[src/design/rbcp_read_pkg.sv]
package rbcp_read_pkg;

    //////////////////////////////
    // Widths
    //////////////////////////////

    localparam int RBCP_ADDR_W   = 32;
    localparam int RBCP_DATA_W   = 8;
    localparam int SYSMON_W      = 12;
    // temperature, vccint, vccaux, vccbram, vpvn, vrefp, vrefn
    localparam int SYSMON_CH     = 7;
    localparam int INJECT_ADDR_W = 40;
    localparam int SEU_COUNT_W   = 16;

    //////////////////////////////
    // Page base addresses
    //////////////////////////////

    localparam logic [RBCP_ADDR_W-1:0] INJECT_BASE = 32'h0000_0010;
    localparam logic [RBCP_ADDR_W-1:0] CONFIG_BASE = 32'h0000_0110;
    localparam logic [RBCP_ADDR_W-1:0] SEU_BASE    = 32'h0000_0120;
    // Monitor reset then two bytes per channel
    localparam logic [RBCP_ADDR_W-1:0] SYSMON_BASE = 32'h0000_0130;

    //////////////////////////////
    // Bus types
    //////////////////////////////

    typedef struct packed {
        logic                   valid;
        logic [RBCP_ADDR_W-1:0] addr;
    } rbcp_req_t;

    // Data is zero on a miss
    typedef struct packed {
        logic                   hit;
        logic [RBCP_DATA_W-1:0] data;
    } read_hit_t;

    //////////////////////////////
    // Status words
    //////////////////////////////

    typedef struct packed {
        logic                     start;
        logic [2:0]               strobe_sel;
        logic [INJECT_ADDR_W-1:0] inject_addr;
    } inject_status_t;

    typedef struct packed {
        logic [3:0]  trigger_mode;
        logic        drs_mode;
        logic        auto_reset;
        logic        drs_load;
        // ASD threshold
        logic [11:0] thre_value;
        logic        sync_start;
        logic [7:0]  adc_latency;
        logic [2:0]  adc_clk_select;
        logic [2:0]  test_in_divide;
        logic [7:0]  test_in_length;
        logic [3:0]  spare;
    } run_config_t;

    typedef struct packed {
        logic [SEU_COUNT_W-1:0]                seu_enable_count;
        logic [SEU_COUNT_W-1:0]                seu_disable_count;
        logic                                  seu_count_reset;
        logic [7:0]                            seu_rx;
        logic                                  seu_send_command;
        logic                                  monitor_rst;
        // Index 0 is temperature
        logic [SYSMON_CH-1:0][SYSMON_W-1:0]    sysmon;
    } monitor_status_t;

endpackage

[src/design/rbcp_read_capture.sv]
module rbcp_read_capture
(
    input  logic                                    CLK,
    input  logic                                    reset,
    input  logic                                    rbcp_act,
    input  logic                                    rbcp_re,
    input  logic [rbcp_read_pkg::RBCP_ADDR_W-1:0]   rbcp_addr,
    output rbcp_read_pkg::rbcp_req_t                req
);

    logic read_strobe;

    assign read_strobe = rbcp_act && rbcp_re;

    // Idle cycles carry address zero
    always_ff @(posedge CLK)
    begin
        if (reset)
        begin
            req <= '0;
        end
        else if (read_strobe)
        begin
            req.valid <= 1'b1;
            req.addr  <= rbcp_addr;
        end
        else
        begin
            req <= '0;
        end
    end

endmodule

[src/design/inject_status_page.sv]
module inject_status_page
(
    input  rbcp_read_pkg::rbcp_req_t        req,
    input  rbcp_read_pkg::inject_status_t   inject,
    output rbcp_read_pkg::read_hit_t        result
);

    logic [rbcp_read_pkg::RBCP_ADDR_W-1:0] offset;
    logic [2:0]                             byte_sel;

    assign offset   = req.addr - rbcp_read_pkg::INJECT_BASE;
    // Address bytes from offset 2 with the MSB first
    assign byte_sel = offset[2:0] - 3'd2;

    always_comb
    begin
        result = '0;
        if (req.valid && offset < 2 + rbcp_read_pkg::INJECT_ADDR_W / 8)
        begin
            result.hit = 1'b1;
            case (offset[2:0])
                3'd0:    result.data = {7'h0, inject.start};
                3'd1:    result.data = {5'h0, inject.strobe_sel};
                default:
                begin
                    result.data = inject.inject_addr[
                        rbcp_read_pkg::INJECT_ADDR_W - 8 - 8 * byte_sel +: 8];
                end
            endcase
        end
    end

endmodule

[src/design/run_config_page.sv]
module run_config_page
(
    input  rbcp_read_pkg::rbcp_req_t    req,
    input  rbcp_read_pkg::run_config_t  run_config,
    output rbcp_read_pkg::read_hit_t    result
);

    logic [rbcp_read_pkg::RBCP_ADDR_W-1:0] offset;

    assign offset = req.addr - rbcp_read_pkg::CONFIG_BASE;

    always_comb
    begin
        result = '0;
        if (req.valid && offset < 16)
        begin
            result.hit = 1'b1;
            case (offset[3:0])
                4'h0: result.data = {7'h0, run_config.auto_reset};
                4'h1: result.data = {7'h0, run_config.drs_load};
                // ASD threshold high nibble then low byte
                4'h5: result.data = {4'h0, run_config.thre_value[11:8]};
                4'h6: result.data = run_config.thre_value[7:0];
                4'h9: result.data = {7'h0, run_config.sync_start};
                4'hA: result.data = run_config.adc_latency;
                4'hB: result.data = {5'h0, run_config.adc_clk_select};
                4'hC: result.data = {5'h0, run_config.test_in_divide};
                4'hD:
                begin
                    result.data = {3'h0, run_config.drs_mode, run_config.trigger_mode};
                end
                4'hE: result.data = run_config.test_in_length;
                default:
                begin
                    // Gaps in the page
                    result.hit  = 1'b0;
                    result.data = '0;
                end
            endcase
        end
    end

endmodule

[src/design/monitor_status_page.sv]
module monitor_status_page
(
    input  rbcp_read_pkg::rbcp_req_t        req,
    input  rbcp_read_pkg::monitor_status_t  monitor,
    output rbcp_read_pkg::read_hit_t        result
);

    logic [rbcp_read_pkg::RBCP_ADDR_W-1:0] seu_offset;
    logic [rbcp_read_pkg::RBCP_ADDR_W-1:0] sm_offset;
    logic [3:0]                             sm_step;
    logic [rbcp_read_pkg::SYSMON_W-1:0]    sample;

    assign seu_offset = req.addr - rbcp_read_pkg::SEU_BASE;
    assign sm_offset  = req.addr - rbcp_read_pkg::SYSMON_BASE;
    // Channel k sits at offsets 2k+1 and 2k+2
    assign sm_step    = sm_offset[3:0] - 4'd1;

    always_comb
    begin
        result = '0;
        sample = '0;
        if (req.valid && seu_offset < 7)
        begin
            result.hit = 1'b1;
            case (seu_offset[2:0])
                3'd0:    result.data = monitor.seu_enable_count[15:8];
                3'd1:    result.data = monitor.seu_enable_count[7:0];
                3'd2:    result.data = monitor.seu_disable_count[15:8];
                3'd3:    result.data = monitor.seu_disable_count[7:0];
                3'd4:    result.data = {7'h0, monitor.seu_count_reset};
                3'd5:    result.data = monitor.seu_rx;
                default: result.data = {7'h0, monitor.seu_send_command};
            endcase
        end
        else if (req.valid && sm_offset == 0)
        begin
            result.hit  = 1'b1;
            result.data = {7'h0, monitor.monitor_rst};
        end
        else if (req.valid && sm_offset <= 2 * rbcp_read_pkg::SYSMON_CH)
        begin
            result.hit = 1'b1;
            sample     = monitor.sysmon[sm_step[3:1]];
            // Odd offset is the high nibble
            if (sm_offset[0])
            begin
                result.data = {4'h0, sample[11:8]};
            end
            else
            begin
                result.data = sample[7:0];
            end
        end
    end

endmodule

[src/design/read_response.sv]
module read_response
(
    input  logic                                    CLK,
    input  logic                                    reset,
    input  rbcp_read_pkg::read_hit_t                inject_result,
    input  rbcp_read_pkg::read_hit_t                config_result,
    input  rbcp_read_pkg::read_hit_t                monitor_result,
    output logic [rbcp_read_pkg::RBCP_DATA_W-1:0]   rbcp_rd,
    output logic                                    rbcp_ack
);

    logic                                   any_hit;
    logic [rbcp_read_pkg::RBCP_DATA_W-1:0] hit_data;

    assign any_hit = inject_result.hit || config_result.hit || monitor_result.hit;

    always_comb
    begin
        hit_data = '0;
        if (inject_result.hit)
            hit_data = inject_result.data;
        else if (config_result.hit)
            hit_data = config_result.data;
        else if (monitor_result.hit)
            hit_data = monitor_result.data;
    end

    always_ff @(posedge CLK)
    begin
        if (reset)
        begin
            rbcp_ack <= 1'b0;
            rbcp_rd  <= '0;
        end
        else
        begin
            rbcp_ack <= any_hit;
            rbcp_rd  <= hit_data;
        end
    end

    //////////////////////////////
    // Checks
    //////////////////////////////

    // Page maps must not overlap
    a_one_page_hit: assert property (@(posedge CLK) disable iff (reset)
        $onehot0({inject_result.hit, config_result.hit, monitor_result.hit}));

    // Bus data stays quiet between answers
    a_idle_data_zero: assert property (@(posedge CLK)
        !rbcp_ack |-> rbcp_rd == '0);

endmodule

[src/design/rbcp_read.sv]
module rbcp_read
(
    input  logic                                    CLK,
    input  logic                                    reset,
    input  logic                                    rbcp_act,
    input  logic                                    rbcp_re,
    input  logic [rbcp_read_pkg::RBCP_ADDR_W-1:0]   rbcp_addr,
    input  rbcp_read_pkg::inject_status_t           inject,
    input  rbcp_read_pkg::run_config_t              run_config,
    input  rbcp_read_pkg::monitor_status_t          monitor,
    output logic [rbcp_read_pkg::RBCP_DATA_W-1:0]   rbcp_rd,
    output logic                                    rbcp_ack
);

    rbcp_read_pkg::rbcp_req_t   req;
    rbcp_read_pkg::read_hit_t   inject_result;
    rbcp_read_pkg::read_hit_t   config_result;
    rbcp_read_pkg::read_hit_t   monitor_result;

    rbcp_read_capture i_capture (
        .CLK       (CLK),
        .reset     (reset),
        .rbcp_act  (rbcp_act),
        .rbcp_re   (rbcp_re),
        .rbcp_addr (rbcp_addr),
        .req       (req)
    );

    // Register pages
    inject_status_page i_inject_page (
        .req    (req),
        .inject (inject),
        .result (inject_result)
    );

    run_config_page i_config_page (
        .req        (req),
        .run_config (run_config),
        .result     (config_result)
    );

    monitor_status_page i_monitor_page (
        .req     (req),
        .monitor (monitor),
        .result  (monitor_result)
    );

    read_response i_response (
        .CLK            (CLK),
        .reset          (reset),
        .inject_result  (inject_result),
        .config_result  (config_result),
        .monitor_result (monitor_result),
        .rbcp_rd        (rbcp_rd),
        .rbcp_ack       (rbcp_ack)
    );

endmodule

[config.mk]
export PLATFORM = sky130hd
export DESIGN_NAME = rbcp_read
export DESIGN_NICKNAME = d
export VERILOG_FILES = /design/src/design/rbcp_read_pkg.sv /design/src/design/rbcp_read_capture.sv /design/src/design/inject_status_page.sv /design/src/design/run_config_page.sv /design/src/design/monitor_status_page.sv /design/src/design/read_response.sv /design/src/design/rbcp_read.sv
export SDC_FILE = /design/constraint.sdc
export NUM_CORES = 1
export LEC_CHECK = 0
export BUFFER_PORTS_ARGS = -buffer_cell sky130_fd_sc_hd__buf_4
export CAP_MARGIN = 20
export CORE_MARGIN = 3
export CORE_UTILIZATION = 47
export CTS_CLUSTER_DIAMETER = 100
export DETAILED_ROUTE_END_ITERATION = 8
export HOLD_SLACK_MARGIN = 0.03
export PLACE_DENSITY = 0.83
export SLEW_MARGIN = 30
export SYNTH_ARGS = -nofsm -noshare
export SYNTH_HDL_FRONTEND = slang
export SYNTH_HIERARCHICAL = 1
export SYNTH_SLANG_ARGS = --single-unit
[constraint.sdc]
create_clock -name CLK -period 4.22 [get_ports CLK]
set_input_delay 0.844 -clock CLK [delete_from_list [all_inputs] [get_ports CLK]]
set_output_delay 0.844 -clock CLK [all_outputs]
set_load 0.1 [all_outputs]
==> flow_summary.ini <==
[status]
status = finished, final reports clean

[clock_tree]
postCtsSetupRepairBufs = 0
cts_htree_levels = 2
cts_inserted_buffers = 5
insertion_delay_ns = 0.29
cts.sinks = 42
cts.hold.buffers_added = 0
cts_root_buf = clkbuf_8
path_clk_slew_ns = 0.08
cts_resized = 0
cts_tree = yes
clockBufferDepth = 2

[route]
finalWirelength_microns = 20800
drt_first_pass_iters = 6
drc = 0
drt_iter0_drc = 602
wl_per_cell_microns = 21.0
ant_nets = 0
viasPerCell = 6.29
vias = 6227

[global_routing]
grt_start_max_net_pins = 43
antenna_found_initial = 0
grt_pass1_wl_microns = 30800
grt_pass1_vias = 5979
grt.total_usage_pct = 33.0
gr-total-overflow = 0

[die]
dieArea_sq_um = 12000
die_width_microns = 109
die_h_microns = 109
start_util_pct = 48.5
rows = 37
core-area_sq_um = 10400
boundaryPins = 262

[synthesis]
synth_nets = 887
yosys.area.top_type_share_pct = 16.7
syn_inst = 622
yosysTopAreaCell = dfxtp_1
syn_area_sq_um = 5030
async_reset_ff_share_pct = 0
ys_ff_latch = 42
synth_edf_count = 0
yosysWarnings = 6
synth_cell_types = 80
ys.flop_type = dfxtp_1
syn_avg_cell_area_sq_um = 8.09
synth.area.top_cells = dfxtp_1, mux2i_1, and4b_1
yosysSeqAreaShare_pct = 16.7

[setup_path]
worst-r2r-setup-slack_ns = 0.50
start_kind = register
worstReg2RegStart = i_capture/req[6]
crit_fanout = 10
critPathRequiredTime_ns = 4.42
cp-startpoint = i_capture/req[6]
endpoint_kind = register
r2r-end = i_response/rbcp_rd[6]
critPathKind = reg2reg
arrival_ns = 3.92
endpoint = i_response/rbcp_rd[6]
r2r_cells = 12

[placed_design]
placed_area_sq_um = 7010
hpwl_microns = 16800
port_buffers = 257
place_ws_ns = 0.550
gp_congestion = 0.951

[final_layout]
fin_nets = 1118
drive_gt1_share_pct = 40.4
regArea_sq_um = 843
area_growth_syn_to_layout_pct = 41.5
num_antenna_cells = 0
final_area_sq_um = 7120
fillers = 852
fin_util_pct = 68.6
multi_input_area_sq_um = 3870

[timing]
rsz0062_at_grt = no
max_slew_margin_pct = 38.2
hold_viol_final = 0
slew_violations = 0
worst_slack_ns = 0.501
setup_violations = 0
fin_tns_setup_ns = 0
fmax_ghz = 0.269
min_period_ns = 3.72
worstMarginPinSlew_ns = 0.915
fin_crit_sh_pct = 88.1
whs_ns = 0.810
finClkSkew_ns = 0.00911

[run]
maxCapViolCount = 0

[power_and_ir_drop]
p_leak_nw = 3.08
peakVddDrop_v = 0.000167
powerDensity_nw_per_um2 = 175

[min_path]
hp-class = in2reg
==> how the worst min path moves through the flow <==
| stage | from | end | slack [ns] | cells past startpoint |
|---|---|---|---|---|
| 3_3_place_gp | i_capture/req[32] | i_response/rbcp_rd[1] | 0.83 | 5 |
| 4_1_cts | rbcp_addr[4] | i_capture/req[4] | 0.81 | 2 |
| 3_5_place_dp | i_capture/req[32] | i_response/rbcp_rd[1] | 0.86 | 5 |
| 5_1_grt | rbcp_addr[4] | i_capture/req[4] | 0.80 | 2 |
| 6_report | rbcp_addr[9] | i_capture/req[9] | 0.81 | 2 |
| 2_1_floorplan | i_capture/req[32] | i_response/rbcp_rd[1] | 0.74 | 5 |
==> Yosys cell counts (12+ instances only) <==
library cell and n:
nand2_1 58, dfxtp_1 42, mux2i_1 35, and4b_1 32, nor3_1 29, nor2_1 28, a21oi_1 27, o21ai_0 26
inv_1 23, nor4_1 21, clkbuf_1 20, buf_2 16, nand3_1 15, nand4_1 15, mux4_2 13, ha_1 12
==> state kept, by name (all words and copies together) (netlist names) <==
register,count
i_capture/req,33
i_response/rbcp_rd,8
i_response/rbcp_ack,1
==> worst max-delay path: stages, from the launching register on <==
cell and delay, ns:
dfxtp_1 0.53, inv_1 0.12, ha_1 0.24, a211o_1 0.32
a2111oi_0 0.50, xnor2_1 0.19, o21ai_0 0.11, a2111o_1 0.33
or3_1 0.48, o21ai_0 0.22, buf_4 0.20, nand3b_1 0.12
a221oi_2 0.26
==> layer usage <==
| layer | wire [microns] | global-route usage [%] | vias up |
|---|---|---|---|
| li1 | - | - | 2907 |
| met1 | 8410 | 42.5 | 2916 |
| met2 | 9820 | 55.7 | 350 |
| met3 | 1940 | 6.64 | 54 |
| met4 | 584 | 9.88 | 0 |
| met5 | 0 | 0 | - |
==> report_power, final <==
group / leakage, nW / internal, W / switching (W)
Clock: 0.0579 / 0.000174 / 0.000138
Sequential: 0.342 / 0.000405 / 0.0000272
Combinational: 2.68 / 0.000286 / 0.000212
Total: 3.08 / 0.000865 / 0.000378
==> final cells by class <==
cell class | instances | share of cell area (%)
multi-input cells | 508 | 54.3
clock buffers | 5 | 0.967
flip-flops and latches | 42 | 11.8
inverters | 25 | 1.32
repair buffers | 271 | 28.6
clock inverters | 3 | 0.562
well taps | 136 | 2.39
==> logic make-up (layout without fill, tap and decap cells) <==
kind of cell | Yosys count | in the layout | synth area share (%)
DFF | 42 | 42 | 16.7
adders and majority gates | 13 | 13 | 3.18
AOI/OAI and AO/OA | 161 | 161 | 24.6
buffers and inverters | 72 | 304 | 6.57
muxes | 56 | 56 | 14.6
xor gates and xnor gates | 14 | 14 | 2.59
and+or+nand+nor | 264 | 264 | 31.8
==> placed cells by master (no fill, tap or decap), types with 12 or more instances in the layout <==
cell type / instances
buf_4: 271
nand2_1: 58
dfxtp_1: 40
mux2i_1: 35
and4b_1: 32
nor3_1: 29
nor2_1: 28
a21oi_1: 27
o21ai_0: 26
inv_1: 23
nor4_1: 21
nand4_1: 15
nand3_1: 15
mux4_2: 13
ha_1: 12
==> through the flow <==
step	power, W	instances
detailed placement	0.000932	982
CTS	0.00124	990
floorplan	0.000684	622
global placement	0.000920	982
global route	0.00130	990
finish	0.00124	990
(Power assumes the default switching activity.)
